### config.mk
export PLATFORM = sky130hd
export DESIGN_NAME = fmc_ctrl_top
export DESIGN_NICKNAME = d
export VERILOG_FILES = /design/src/rtl/fmc_ctrl_pkg.sv /design/src/rtl/wb_region_decode.sv /design/src/rtl/wb_spi_master.sv /design/src/rtl/fmc_csr_regs.sv /design/src/rtl/fmc_ctrl_top.sv
export VERILOG_INCLUDE_DIRS = /design/src /design/src/rtl
export SDC_FILE = /design/constraint.sdc
export NUM_CORES = 1
export LEC_CHECK = 0
export ABC_AREA = 1
export BUFFER_PORTS_ARGS = -buffer_cell sky130_fd_sc_hd__buf_4
export CAP_MARGIN = 10
export CORE_ASPECT_RATIO = 1.2
export CORE_MARGIN = 1.5
export CORE_UTILIZATION = 37
export DETAILED_ROUTE_END_ITERATION = 8
export SYNTH_ARGS = -nofsm -noshare
export SYNTH_HDL_FRONTEND = slang
export SYNTH_SLANG_ARGS = --single-unit
### constraint.sdc
create_clock -name wb_clk_i -period 2.6 [get_ports wb_clk_i]
set_input_delay 0.26 -clock wb_clk_i [delete_from_list [all_inputs] [get_ports wb_clk_i]]
set_output_delay 0.26 -clock wb_clk_i [all_outputs]
set_load 0.02 [all_outputs]
### src/rtl/fmc_ctrl_cfg.svh
`ifndef FMC_CTRL_CFG_SVH
`define FMC_CTRL_CFG_SVH

// ==================================================
// Address map, adr[31:16] selects the region
// ==================================================
`define FMC_REGION_ADC_SPI 16'h0001
`define FMC_REGION_PLL_SPI 16'h0003
`define FMC_REGION_CSR     16'h0006

// Value returned by the CSR firmware ID word
`define FMC_FIRMWARE_ID 32'h01332A11

// Wishbone clocks per SPI clock half-period
`define FMC_SPI_CLK_DIV 4
`define FMC_ADC_NUM_CS  4
`define FMC_PLL_NUM_CS  1

// SPI master word offsets, adr[4:2]
`define FMC_SPI_DATA 3'd0
`define FMC_SPI_CTRL 3'd1
`define FMC_SPI_SS   3'd2

// CSR block word offsets, adr[4:2]
`define FMC_CSR_STATUS      3'd0
`define FMC_CSR_FW_ID       3'd1
`define FMC_CSR_TRIGGER     3'd2
`define FMC_CSR_ADC         3'd3
`define FMC_CSR_CLK_DISTRIB 3'd4
`define FMC_CSR_MONITOR     3'd5

`endif

### src/rtl/fmc_ctrl_pkg.sv
`default_nettype none

`include "fmc_ctrl_cfg.svh"

package fmc_ctrl_pkg;

  // ==================================================
  // Wishbone classic request and response
  // ==================================================
  typedef struct packed {
    logic        cyc;
    logic        stb;
    logic        we;
    logic [31:0] adr;
    logic [31:0] dat;
  } wb_req_t;

  typedef struct packed {
    logic        ack;
    logic        err;
    logic [31:0] dat;
  } wb_rsp_t;

  // Card status inputs
  typedef struct packed {
    logic prsnt;
    logic pg_m2c;
    logic pll_status;
    logic mon_dev;
    logic trig_in;
  } fmc_status_t;

  // ADC sleep pin, code 3 floats as well
  typedef enum logic [1:0] {
    SLEEP_LOW   = 2'd0,
    SLEEP_HIGH  = 2'd1,
    SLEEP_FLOAT = 2'd2
  } adc_sleep_e;

  // Card control outputs
  typedef struct packed {
    logic trig_dir;
    logic trig_term;
    logic trig_val;
    logic adc_clkdivrst;
    logic adc_resetn;
    logic si571_oe;
    logic pll_function;
    logic clk_sel;
  } fmc_ctrl_t;

  // SPI bit phases, sclk low then high
  typedef enum logic [1:0] {
    SPI_IDLE,
    SPI_LEAD,
    SPI_TRAIL
  } spi_state_e;

  typedef enum logic [2:0] {
    CSR_STATUS      = `FMC_CSR_STATUS,
    CSR_FW_ID       = `FMC_CSR_FW_ID,
    CSR_TRIGGER     = `FMC_CSR_TRIGGER,
    CSR_ADC         = `FMC_CSR_ADC,
    CSR_CLK_DISTRIB = `FMC_CSR_CLK_DISTRIB,
    CSR_MONITOR     = `FMC_CSR_MONITOR
  } csr_reg_e;

endpackage

`default_nettype wire

### src/rtl/wb_region_decode.sv
`timescale 1ns/1ps
`default_nettype none

`include "fmc_ctrl_cfg.svh"

module wb_region_decode (
  input  wire logic                   wb_clk_i,
  input  wire logic                   rst_i,
  input  wire fmc_ctrl_pkg::wb_req_t  wb_i,
  input  wire fmc_ctrl_pkg::wb_rsp_t  adc_spi_rsp_i,
  input  wire fmc_ctrl_pkg::wb_rsp_t  pll_spi_rsp_i,
  input  wire fmc_ctrl_pkg::wb_rsp_t  csr_rsp_i,
  output fmc_ctrl_pkg::wb_req_t       adc_spi_req_o,
  output fmc_ctrl_pkg::wb_req_t       pll_spi_req_o,
  output fmc_ctrl_pkg::wb_req_t       csr_req_o,
  output fmc_ctrl_pkg::wb_rsp_t       wb_o
);

  logic [15:0] region;
  logic        hit_adc;
  logic        hit_pll;
  logic        hit_csr;
  logic        unmapped;
  logic        err_q;

  // Region compare on the upper half of the address
  assign region   = wb_i.adr[31:16];
  assign hit_adc  = region == `FMC_REGION_ADC_SPI;
  assign hit_pll  = region == `FMC_REGION_PLL_SPI;
  assign hit_csr  = region == `FMC_REGION_CSR;
  assign unmapped = ~(hit_adc | hit_pll | hit_csr);

  // Same request to every slave, strobe only where the region matches
  always_comb begin
    adc_spi_req_o     = wb_i;
    pll_spi_req_o     = wb_i;
    csr_req_o         = wb_i;
    adc_spi_req_o.stb = wb_i.stb & hit_adc;
    pll_spi_req_o.stb = wb_i.stb & hit_pll;
    csr_req_o.stb     = wb_i.stb & hit_csr;
  end

  // One-cycle err for unmapped regions
  always_ff @(posedge wb_clk_i) begin
    if (rst_i) begin
      err_q <= 1'b0;
    end else begin
      err_q <= wb_i.cyc & wb_i.stb & unmapped & ~err_q;
    end
  end

  // Response merge, read data from whichever slave acked
  always_comb begin
    wb_o.ack = adc_spi_rsp_i.ack | pll_spi_rsp_i.ack | csr_rsp_i.ack;
    wb_o.err = err_q | adc_spi_rsp_i.err | pll_spi_rsp_i.err | csr_rsp_i.err;
    if (adc_spi_rsp_i.ack) begin
      wb_o.dat = adc_spi_rsp_i.dat;
    end else if (pll_spi_rsp_i.ack) begin
      wb_o.dat = pll_spi_rsp_i.dat;
    end else if (csr_rsp_i.ack) begin
      wb_o.dat = csr_rsp_i.dat;
    end else begin
      // Err and idle cycles return zero
      wb_o.dat = 32'd0;
    end
  end

endmodule

`default_nettype wire

### src/rtl/wb_spi_master.sv
`timescale 1ns/1ps
`default_nettype none

`include "fmc_ctrl_cfg.svh"

module wb_spi_master #(
  parameter int NUM_CS = 1
) (
  input  wire logic                  wb_clk_i,
  input  wire logic                  rst_i,
  input  wire fmc_ctrl_pkg::wb_req_t wb_i,
  output fmc_ctrl_pkg::wb_rsp_t      wb_o,
  output logic [NUM_CS-1:0]          cs_n_o,
  output logic                       sclk_o,
  output logic                       mosi_o,
  input  wire logic                  miso_i
);

  localparam int DIV   = `FMC_SPI_CLK_DIV;
  localparam int DIV_W = (DIV > 1) ? $clog2(DIV) : 1;

  fmc_ctrl_pkg::spi_state_e state_q;
  logic [DIV_W-1:0]         div_cnt_q;
  logic [5:0]               bit_cnt_q;
  logic [31:0]              data_q;
  logic [5:0]               len_q;
  logic [NUM_CS-1:0]        ss_q;
  logic                     sclk_q;
  logic                     miso_q;
  logic                     ack_q;
  logic [31:0]              rd_dat_q;
  logic                     req_hit;
  logic                     wr_en;
  logic                     busy;
  logic                     div_end;
  logic [2:0]               reg_sel;
  logic [4:0]               tx_idx;
  logic [5:0]               len_n;
  logic [5:0]               wr_len_n;
  logic [31:0]              rx_mask;

  // ==================================================
  // Bus side
  // ==================================================
  assign reg_sel = wb_i.adr[4:2];
  // No new strobe while our own ack is up
  assign req_hit = wb_i.cyc & wb_i.stb & ~ack_q;
  // Writes while shifting are acked but dropped
  assign wr_en   = req_hit & wb_i.we & ~busy;
  assign busy    = state_q != fmc_ctrl_pkg::SPI_IDLE;

  // Length field, 0 stands for 32 bits
  assign len_n    = (len_q[4:0] == 5'd0) ? 6'd32 : {1'b0, len_q[4:0]};
  assign wr_len_n = (wb_i.dat[4:0] == 5'd0) ? 6'd32 : {1'b0, wb_i.dat[4:0]};
  // First bit out sits at length-1, wraps to 31 for a 32-bit transfer
  assign tx_idx   = len_q[4:0] - 5'd1;
  assign rx_mask  = 32'hFFFF_FFFF >> (6'd32 - len_n);

  always_ff @(posedge wb_clk_i) begin
    if (rst_i) begin
      ack_q <= 1'b0;
      len_q <= 6'd0;
      ss_q  <= '0;
    end else begin
      ack_q <= req_hit;
      if (wr_en && reg_sel == `FMC_SPI_CTRL) begin
        len_q <= wb_i.dat[5:0];
      end
      if (wr_en && reg_sel == `FMC_SPI_SS) begin
        ss_q <= wb_i.dat[NUM_CS-1:0];
      end
    end
  end

  // Registered read data
  always_ff @(posedge wb_clk_i) begin
    if (req_hit) begin
      case (reg_sel)
        `FMC_SPI_DATA: rd_dat_q <= data_q;
        `FMC_SPI_CTRL: rd_dat_q <= {23'd0, busy, 2'd0, len_q};
        `FMC_SPI_SS:   rd_dat_q <= 32'(ss_q);
        default:       rd_dat_q <= 32'd0;
      endcase
    end
  end

  always_comb begin
    wb_o.ack = ack_q;
    wb_o.err = 1'b0;
    wb_o.dat = rd_dat_q;
  end

  // ==================================================
  // Bit engine
  // ==================================================
  assign div_end = div_cnt_q == DIV_W'(DIV - 1);

  always_ff @(posedge wb_clk_i) begin
    if (rst_i) begin
      state_q   <= fmc_ctrl_pkg::SPI_IDLE;
      div_cnt_q <= '0;
      bit_cnt_q <= 6'd0;
      sclk_q    <= 1'b0;
    end else begin
      case (state_q)
        fmc_ctrl_pkg::SPI_IDLE: begin
          // Go bit starts the transfer with the length in the same word
          if (wr_en && reg_sel == `FMC_SPI_CTRL && wb_i.dat[8]) begin
            state_q   <= fmc_ctrl_pkg::SPI_LEAD;
            div_cnt_q <= '0;
            bit_cnt_q <= wr_len_n;
          end
        end
        fmc_ctrl_pkg::SPI_LEAD: begin
          if (div_end) begin
            div_cnt_q <= '0;
            sclk_q    <= 1'b1;
            state_q   <= fmc_ctrl_pkg::SPI_TRAIL;
          end else begin
            div_cnt_q <= div_cnt_q + 1'b1;
          end
        end
        fmc_ctrl_pkg::SPI_TRAIL: begin
          if (div_end) begin
            div_cnt_q <= '0;
            sclk_q    <= 1'b0;
            bit_cnt_q <= bit_cnt_q - 6'd1;
            if (bit_cnt_q == 6'd1) begin
              state_q <= fmc_ctrl_pkg::SPI_IDLE;
            end else begin
              state_q <= fmc_ctrl_pkg::SPI_LEAD;
            end
          end else begin
            div_cnt_q <= div_cnt_q + 1'b1;
          end
        end
        default: state_q <= fmc_ctrl_pkg::SPI_IDLE;
      endcase
    end
  end

  // MISO taken on the rising sclk
  always_ff @(posedge wb_clk_i) begin
    if (state_q == fmc_ctrl_pkg::SPI_LEAD && div_end) begin
      miso_q <= miso_i;
    end
  end

  // Shift on falling sclk so MOSI moves while sclk is low
  always_ff @(posedge wb_clk_i) begin
    if (wr_en && reg_sel == `FMC_SPI_DATA) begin
      data_q <= wb_i.dat;
    end else if (state_q == fmc_ctrl_pkg::SPI_TRAIL && div_end) begin
      if (bit_cnt_q == 6'd1) begin
        // Last bit, leave the received word right-aligned
        data_q <= {data_q[30:0], miso_q} & rx_mask;
      end else begin
        data_q <= {data_q[30:0], miso_q};
      end
    end
  end

  // Pins
  assign cs_n_o = busy ? ~ss_q : '1;
  // No clock when no slave is selected
  assign sclk_o = sclk_q & (|ss_q);
  assign mosi_o = busy & data_q[tx_idx];

endmodule

`default_nettype wire

### src/rtl/fmc_csr_regs.sv
`timescale 1ns/1ps
`default_nettype none

`include "fmc_ctrl_cfg.svh"

module fmc_csr_regs (
  input  wire logic                      wb_clk_i,
  input  wire logic                      rst_i,
  input  wire fmc_ctrl_pkg::wb_req_t     wb_i,
  output fmc_ctrl_pkg::wb_rsp_t          wb_o,
  input  wire fmc_ctrl_pkg::fmc_status_t status_i,
  output fmc_ctrl_pkg::fmc_ctrl_t        ctrl_o,
  output logic                           adc_sleep_o,
  output logic                           adc_sleep_en_o,
  output logic [2:0]                     fmc_led_o,
  output logic [2:0]                     board_led_o
);

  fmc_ctrl_pkg::fmc_ctrl_t  ctrl_q;
  fmc_ctrl_pkg::adc_sleep_e sleep_q;
  fmc_ctrl_pkg::csr_reg_e   reg_sel;
  logic [2:0]               led_q;
  logic                     ack_q;
  logic [31:0]              rd_dat_q;
  logic                     req_hit;
  logic                     wr_en;

  assign reg_sel = fmc_ctrl_pkg::csr_reg_e'(wb_i.adr[4:2]);
  assign req_hit = wb_i.cyc & wb_i.stb & ~ack_q;
  assign wr_en   = req_hit & wb_i.we;

  // ==================================================
  // Writable fields
  // ==================================================
  always_ff @(posedge wb_clk_i) begin
    if (rst_i) begin
      ack_q   <= 1'b0;
      // Zero ctrl holds the ADC in reset
      ctrl_q  <= '0;
      sleep_q <= fmc_ctrl_pkg::SLEEP_LOW;
      led_q   <= 3'd0;
    end else begin
      ack_q <= req_hit;
      if (wr_en) begin
        case (reg_sel)
          fmc_ctrl_pkg::CSR_TRIGGER: begin
            ctrl_q.trig_dir  <= wb_i.dat[0];
            ctrl_q.trig_term <= wb_i.dat[1];
            ctrl_q.trig_val  <= wb_i.dat[2];
          end
          fmc_ctrl_pkg::CSR_ADC: begin
            ctrl_q.adc_clkdivrst <= wb_i.dat[0];
            ctrl_q.adc_resetn    <= wb_i.dat[1];
            sleep_q              <= fmc_ctrl_pkg::adc_sleep_e'(wb_i.dat[3:2]);
          end
          fmc_ctrl_pkg::CSR_CLK_DISTRIB: begin
            ctrl_q.si571_oe     <= wb_i.dat[0];
            ctrl_q.pll_function <= wb_i.dat[1];
            ctrl_q.clk_sel      <= wb_i.dat[2];
          end
          fmc_ctrl_pkg::CSR_MONITOR: begin
            led_q <= wb_i.dat[2:0];
          end
          // Status, firmware ID and holes are read-only
          default: ;
        endcase
      end
    end
  end

  // ==================================================
  // Read mux
  // ==================================================
  always_ff @(posedge wb_clk_i) begin
    if (req_hit) begin
      case (reg_sel)
        fmc_ctrl_pkg::CSR_STATUS: begin
          rd_dat_q <= {28'd0, status_i.mon_dev, status_i.pll_status,
                       status_i.pg_m2c, status_i.prsnt};
        end
        fmc_ctrl_pkg::CSR_FW_ID: begin
          rd_dat_q <= `FMC_FIRMWARE_ID;
        end
        fmc_ctrl_pkg::CSR_TRIGGER: begin
          rd_dat_q <= {29'd0, ctrl_q.trig_val, ctrl_q.trig_term, ctrl_q.trig_dir};
        end
        fmc_ctrl_pkg::CSR_ADC: begin
          rd_dat_q <= {28'd0, sleep_q, ctrl_q.adc_resetn, ctrl_q.adc_clkdivrst};
        end
        fmc_ctrl_pkg::CSR_CLK_DISTRIB: begin
          // PLL lock status shares the word with its controls
          rd_dat_q <= {28'd0, status_i.pll_status, ctrl_q.clk_sel,
                       ctrl_q.pll_function, ctrl_q.si571_oe};
        end
        fmc_ctrl_pkg::CSR_MONITOR: begin
          rd_dat_q <= {28'd0, status_i.mon_dev, led_q};
        end
        default: begin
          rd_dat_q <= 32'd0;
        end
      endcase
    end
  end

  always_comb begin
    wb_o.ack = ack_q;
    wb_o.err = 1'b0;
    wb_o.dat = rd_dat_q;
  end

  // ==================================================
  // Card pins
  // ==================================================
  assign ctrl_o = ctrl_q;

  // Float and code 3 release the pin
  assign adc_sleep_en_o = (sleep_q == fmc_ctrl_pkg::SLEEP_LOW) |
                          (sleep_q == fmc_ctrl_pkg::SLEEP_HIGH);
  assign adc_sleep_o    = sleep_q == fmc_ctrl_pkg::SLEEP_HIGH;

  // Trigger input shows up on LED 1 of the card
  assign fmc_led_o   = {led_q[2:1], led_q[0] | status_i.trig_in};
  assign board_led_o = led_q;

endmodule

`default_nettype wire

### src/rtl/fmc_ctrl_top.sv
`timescale 1ns/1ps
`default_nettype none

`include "fmc_ctrl_cfg.svh"

module fmc_ctrl_top (
  input  wire logic                      wb_clk_i,
  input  wire logic                      rst_i,
  input  wire fmc_ctrl_pkg::wb_req_t     wb_i,
  output fmc_ctrl_pkg::wb_rsp_t          wb_o,
  input  wire fmc_ctrl_pkg::fmc_status_t status_i,
  output fmc_ctrl_pkg::fmc_ctrl_t        ctrl_o,
  output logic                           adc_sleep_o,
  output logic                           adc_sleep_en_o,
  output logic [2:0]                     fmc_led_o,
  output logic [2:0]                     board_led_o,
  output logic [`FMC_ADC_NUM_CS-1:0]     adc_spi_cs_n_o,
  output logic                           adc_spi_sclk_o,
  output logic                           adc_spi_mosi_o,
  input  wire logic                      adc_spi_miso_i,
  output logic [`FMC_PLL_NUM_CS-1:0]     pll_spi_cs_n_o,
  output logic                           pll_spi_sclk_o,
  output logic                           pll_spi_mosi_o,
  input  wire logic                      pll_spi_miso_i
);

  fmc_ctrl_pkg::wb_req_t adc_spi_req;
  fmc_ctrl_pkg::wb_req_t pll_spi_req;
  fmc_ctrl_pkg::wb_req_t csr_req;
  fmc_ctrl_pkg::wb_rsp_t adc_spi_rsp;
  fmc_ctrl_pkg::wb_rsp_t pll_spi_rsp;
  fmc_ctrl_pkg::wb_rsp_t csr_rsp;

  // ==================================================
  // Region decode
  // ==================================================
  wb_region_decode i_decode (
    .wb_clk_i      (wb_clk_i),
    .rst_i         (rst_i),
    .wb_i          (wb_i),
    .adc_spi_rsp_i (adc_spi_rsp),
    .pll_spi_rsp_i (pll_spi_rsp),
    .csr_rsp_i     (csr_rsp),
    .adc_spi_req_o (adc_spi_req),
    .pll_spi_req_o (pll_spi_req),
    .csr_req_o     (csr_req),
    .wb_o          (wb_o)
  );

  // ISLA216P ADCs, region 0x0001
  wb_spi_master #(
    .NUM_CS (`FMC_ADC_NUM_CS)
  ) i_adc_spi (
    .wb_clk_i (wb_clk_i),
    .rst_i    (rst_i),
    .wb_i     (adc_spi_req),
    .wb_o     (adc_spi_rsp),
    .cs_n_o   (adc_spi_cs_n_o),
    .sclk_o   (adc_spi_sclk_o),
    .mosi_o   (adc_spi_mosi_o),
    .miso_i   (adc_spi_miso_i)
  );

  // AD9510 clock PLL, region 0x0003
  wb_spi_master #(
    .NUM_CS (`FMC_PLL_NUM_CS)
  ) i_pll_spi (
    .wb_clk_i (wb_clk_i),
    .rst_i    (rst_i),
    .wb_i     (pll_spi_req),
    .wb_o     (pll_spi_rsp),
    .cs_n_o   (pll_spi_cs_n_o),
    .sclk_o   (pll_spi_sclk_o),
    .mosi_o   (pll_spi_mosi_o),
    .miso_i   (pll_spi_miso_i)
  );

  // Card control and status, region 0x0006
  fmc_csr_regs i_csr (
    .wb_clk_i       (wb_clk_i),
    .rst_i          (rst_i),
    .wb_i           (csr_req),
    .wb_o           (csr_rsp),
    .status_i       (status_i),
    .ctrl_o         (ctrl_o),
    .adc_sleep_o    (adc_sleep_o),
    .adc_sleep_en_o (adc_sleep_en_o),
    .fmc_led_o      (fmc_led_o),
    .board_led_o    (board_led_o)
  );

endmodule

`default_nettype wire

* Word level (Yosys, flattened, before mapping) *
Cells that the tools add are included.
W data, S select, Z words.

storage, ports and cells
  register bits after elaboration = 218
  latch bits = 0
  RAM bits = 0
  bits in read-only memories = 0
  output and inout port bits = 59
  logic and storage cells = 199
  memories kept = 0

cells by class
  $add $sub $neg = 8
  multiply operators = 0
  div/mod/pow operators = 0
  $lt $le $gt $ge = 2
  eq/ne operators = 23
  shift-type cells = 2
  mux-type cells = 49
  bitwise logic cells = 38
  reduce and logical (&&, ||, !) cells = 44

operators by type and width
  kind                     count
  $mux W32                 9
  $pmux W32 S3             2
  $pmux W25 S6             1
  $and A32 B32 Y32         2
  $shr A32 B6 Y32 const A  2
  $mux W6                  7
  $pmux W6 S2              2
  $and A1 B1 Y1            21
  $mux W2                  10
  $reduce_bool A2 Y1       10
  $reduce_and A3 Y1        6
  $eq A16 B1 Y1 const B    1
  $eq A16 B2 Y1 const B    1
  $eq A16 B3 Y1 const B    1
  $logic_not A5 Y1         3
  $eq A6 B1 Y1 const B     2
  $logic_and A1 B1 Y1      12
  $lt A5 B6 Y1 const B     2
  $ne A2 B1 Y1 const B     6
  $pmux W2 S3              2
  $reduce_and A2 Y1        6
  $sub A6 B1 Y6 const B    2
  $sub A6 B6 Y6 const A    2
  $bmux W1 S5              2
  other kinds (18)         52

* Depth between registers and ports, before layout *
  depth after elaboration = 10
  mapped depth = 15
  mapped depth without buffers = 14

* Modules after synthesis *
Synthesis repeated with hierarchy kept, for this count alone.

unflattened totals
  cell total of the unflattened synthesis = 1715
  area, all modules = 13113.8 um2

modules (own cells, without submodules)
  module                      instances  cells each  area an instance (um2)  seq. area each (um2)
  wb_spi_master at i_adc_spi  1          583         4862.2                  2392.3
  wb_spi_master at i_pll_spi  1          569         4605.7                  2332.2
  wb_region_decode            1          388         2469.9                  20.0
  fmc_csr_regs                1          175         1176.1                  430.4

* Worst setup path before layout *
Ideal clock, no wire load.

  kind = register to register
  start point = reg i_adc_spi.ack_q
  end point = reg i_adc_spi.data_q[0] (enable)
  arrival = 2270 ps
  data required time = 2211 ps
  setup slack = -59 ps
  cell stages (with the launch flop) = 9
  buffers on the path = 3
  path through = dfxtp_1 -> buf_2 -> nor3_2 -> nand2_2 -> nor2_8 -> nand3_2 -> buf_6 -> buf_6 -> nand2_1

between the ends
  longest elaborated chain between the ends = 6

ends and longest elaborated chain
  item                                  line                  text
  from (decl)                           wb_spi_master.sv:30   logic ack_q;
  from (signal assigned)                wb_spi_master.sv:65   ack_q <= req_hit;
  $not A1 Y1                            wb_spi_master.sv:47   assign req_hit = wb_i.cyc & wb_i.stb & ~ack_q;
  $and A1 B1 Y1                         wb_spi_master.sv:47
  named net i_adc_spi.req_hit           wb_spi_master.sv:32   logic req_hit;
  $and A1 B1 Y1 (2 in a row)            wb_spi_master.sv:49   assign wr_en = req_hit & wb_i.we & ~busy;
  $logic_and A1 B1 Y1 (no source line)  n/a
  $reduce_bool A2 Y1 (no source line)   n/a
  to (signal assigned)                  wb_spi_master.sv:152  data_q <= wb_i.dat;
  to (signal assigned)                  wb_spi_master.sv:156  data_q <= {data_q[30:0], miso_q} & rx_mask;
  to (signal assigned)                  wb_spi_master.sv:158  data_q <= {data_q[30:0], miso_q};
  to (decl)                             wb_spi_master.sv:25   logic [31:0] data_q;

The timed path passes the listed nets, and every way through them passes these cells.
A chain may end at the register's enable or synchronous reset.

* Worst setup path in the final report *
  start point = reg i_pll_spi.len_q[0]
  end point = out pll_spi_mosi_o

between the ends
  longest elaborated chain between the ends = 4

ends and longest elaborated chain
  item                           line                  text
  from (decl)                    wb_spi_master.sv:26   logic [5:0] len_q;
  from (signal assigned)         wb_spi_master.sv:67   len_q <= wb_i.dat[5:0];
  $sub A5 B1 Y5                  wb_spi_master.sv:56   assign tx_idx = len_q[4:0] - 5'd1;
  $bmux W1 S5                    wb_spi_master.sv:167  assign mosi_o = busy & data_q[tx_idx];
  $mux W1 (implied by the code)  wb_spi_master.sv:167
  $and A1 B1 Y1                  wb_spi_master.sv:167
  to (decl)                      fmc_ctrl_top.sv:23    output logic pll_spi_mosi_o,

Every way passes these cells. The select of a mux whose other input is x is not followed.

==> results.tsv <==
stage	metric	value	unit
setup_path	worstPathRequired	2340	ps
sta	slew_headroom	61.3	%
cts	cts.sinks	191	
drt	vias	9740	
grt	grt_pass1_wl	52800	um
synthesis	synth-edff-count	135	
synthesis	syn_nets	1437	
layout	final_nets	1553	
die	die_width	159	um
setup_path	worst-r2r-setup-slack	270	ps
setup_path	critPathKind	flop to output pin	
die	die_h	190	um
cts	numCtsBuffers	17	
hold_path	hold_path.class	input port to flop	
layout	nFillCells	2952	
synthesis	netlist_top_cells_area	edfxtp_1, dfxtp_1, nand2_1	
place	place.gp.congestion	0.953	
synthesis	syn_avg_cell_area	8.08	um^2
place	dp_hpwl	25500	um
pwr	fin_total_pwr	6.14	mW
sta	rsz0062_at_grt	false	
sta	hold_slack	37.0	ps
synthesis	synth.cell_area	10800	um^2
setup_path	endpoint_kind	output pin	
drt	wl_per_cell	18.4	um
sta	setup_viol	0	
pwr	p_sw_share	23.6	%
synthesis	yosysTopAreaCell	edfxtp_1	
layout	multiInputGateArea	4730	um^2
grt	grtUsageMet3	3.15	%
layout	drive_gt1_share	18.7	%
cts	cts_max_level	4	
layout	final_cells	1852	
job	drv_cap	0	
drt	routed_wl	34000	um
synthesis	netlist.area_leader.share	37.5	%
pwr	p_clk_share	43.7	%
sta	worst_pin_slew	576	ps
die	fp.coreArea	28800	um^2
pwr	p_leak	5.55	nW
layout	seq_area	5180	um^2
sta	period_needed	2530	ps
die	dieArea	30300	um^2
drt	drtPass1Iterations	5	
setup_path	path_max_fanout	5	
sta	max_freq	0.394	GHz
cts	clk_pin_slew	70	ps
cts	clk_path_buf_depth	2	
pwr	power.density	478	nW/um^2
pwr	p_switching	1.45	mW
grt	grt_max_degree	53	
die	start_util	37.6	%
synthesis	yosysWarnings	0	
place	port-buffer-count	121	
sta	drv_slew	0	
outcome	outcome	completed	
grt	use_met1	29.1	%
cts	cts_root_buffer	clkbuf_16	
synthesis	syn-instance-count	1338	
sta	period_share	97.5	%
drt	viasPerCell	5.26	
pwr	ir_drop	0.000383	V
cts	cts_tree	done	
place	placedCellCount	1814	
layout	n_antenna_cell	0	
cts	clock_latency	440	ps
synthesis	ys_seq_area_share	47.9	%
synthesis	synth_ff_type	edfxtp_1	
drt	drtIter0Drc	869	
grt	grt_overflow	0	
synthesis	synthDistinctLibCells	50	
setup_path	cp-start-kind	flop	
pwr	intPower	4.69	mW
drt	ant_nets	0	
grt	grtUsageTotal	22.6	%
setup_path	cp.arrival	2270	ps
die	io_pins	135	
sta	finalHoldViolCount	0	
synthesis	ys_async_sr_fraction	0	%
die	rows	68	
grt	use_met2	37.9	%
layout	area_growth	18.8	%
grt	grt_pass1_vias	9502	
synthesis	ys_ff_latch	191	
sta	finalClockSkew	13.1	ps
pwr	pwr-share-comb	3.8	%
drt	drc	0	
pwr	p_seq_share	52.4	%
grt	antenna_found_initial	0	
grt	grt-busiest-layer	met2	
-- cell usage after synthesis (all sizes together), types with 2 or more instances --
library cell  count
a21boi            2
a21oi            70
a221oi            2
a22o              4
buf              38
clkbuf           24
dfxtp            56
edfxtp          135
ha               23
inv             164
nand2           301
nand3           143
nand3b            2
nand4            17
nor2            162
nor3             14
o211ai           16
o21ai           137
o221ai            5
o22ai             8
o31ai             2
or2               2
xor2              3
-- area by class of cell --
| class | count | share of cell area, % |
|---|---|---|
| clock buffer | 17 | 3.31 |
| sequential | 191 | 40.3 |
| clock inverter | 15 | 1.29 |
| multi-input combinational | 920 | 36.8 |
| timing repair buffer | 157 | 9.53 |
| inverter | 165 | 4.88 |
| timing repair inverter | 2 | 0.117 |
| tap | 385 | 3.75 |
-- metal layers --
metal  routed length (um)  vias up  share of wire (%)
met5                    0        -                  0
met4                 1390        0                4.1
met3                 2220       63                6.5
met2                16000      368                 47
met1                14400     4602                 42
li1                     -     4707                  -
-- path summary, 6_finish.rpt --
kind | startpoint | endpoint | depth (start not counted)
worst max-delay path | i_pll_spi.len_q[0]$_SDFFE_PP0P_ | pll_spi_mosi_o | 11
worst min-delay path | wb_i[48] | i_decode.err_q$_SDFF_PP0_ | 2
worst max register to register | i_pll_spi.len_q[0]$_SDFFE_PP0P_ | i_pll_spi.data_q[2]$_DFFE_PP_ | 11
worst min register to register | i_adc_spi.bit_cnt_q[4]$_SDFFE_PP0P_ | i_adc_spi.bit_cnt_q[4]$_SDFFE_PP0P_ | 2
-- flip-flops by register name, summed over array words and instances, names as in the netlist, 2 cells and up --
register and count:
i_pll_spi.bit_cnt_q 6, i_pll_spi.state_q 2, i_pll_spi.rd_dat_q 32, i_adc_spi.len_q 6, i_pll_spi.len_q 6, i_adc_spi.rd_dat_q 32
i_adc_spi.bit_cnt_q 6, i_pll_spi.data_q 32, i_adc_spi.ss_q 4, i_adc_spi.state_q 2, i_adc_spi.div_cnt_q 2, i_csr.rd_dat_q 5
i_csr.board_led_o 3, i_pll_spi.div_cnt_q 2, i_adc_spi.data_q 32, i_csr.ctrl_o 8, i_csr.sleep_q 2
-- stage by stage --
stage	TNS (ps)	setup WS (ps)	utilization [%]	cell area [um^2]
after floorplan	0	213	-	10800
after global placement	0	348	42.2	12100
after detailed placement	0	294	42.2	12100
after CTS	-17.5	-17.5	44.5	12800
after global routing	0	5.08	44.7	12900
final	0	65.1	44.7	12900
-- cell usage in the layout (no fill, tap or decap), types with 5 or more instances in the layout --
master	netlist	final
a21oi_1	66	63
a21oi_2	4	7
buf_4	7	151
clkbuf_16	0	17
dfxtp_1	56	53
edfxtp_1	135	135
ha_1	23	20
inv_1	157	152
inv_2	7	10
inv_8	0	6
nand2_1	277	275
nand2_2	17	19
nand2_4	7	7
nand3_1	140	140
nand4_1	15	15
nor2_1	151	150
nor2_2	4	5
nor2_4	6	6
nor3_1	11	11
o211ai_1	16	16
o21ai_0	97	95
o21ai_1	31	33
o21ai_2	8	8
o221ai_1	5	5
-- power by group through the flow --
stage	clock, mW	combinational (mW)	sequential [mW]
4_1_cts	2.73	0.234	3.22
6_report	2.68	0.234	3.22
5_1_grt	2.84	0.250	3.22
3_3_place_gp	0	0.231	3.29
2_1_floorplan	0	0.0866	3.29
3_5_place_dp	0	0.231	3.29
-- worst max-delay path, cell delays in order, from the launching register on --
cell	delay (ps)
dfxtp_2	340
inv_2	90
ha_4	190
xnor2_1	120
buf_4	170
inv_1	70
buf_4	140
o211ai_1	130
nand3_1	130
nand3b_1	110
a21oi_2	190
buf_4	170
-- cells by family after synthesis --
| kind of cell | count (synthesis) | synth area share, % |
|---|---|---|
| compound gates | 249 | 13.3 |
| xor+xnor | 4 | 0.324 |
| fa+ha+maj | 23 | 2.66 |
| buf+inv | 227 | 8.91 |
| flops | 191 | 47.9 |
| simple gates | 644 | 27.0 |
-- timing repair --
action	4_1_cts	5_1_grt
hold buffers	2	0
endpoints found under the setup margin	2	2
pin swaps	0	5
cloned	1	1
buffers inserted	2	0
hold endpoints to repair	2	0
resized for setup	8	16
Power figures use the tool's default switching activity.
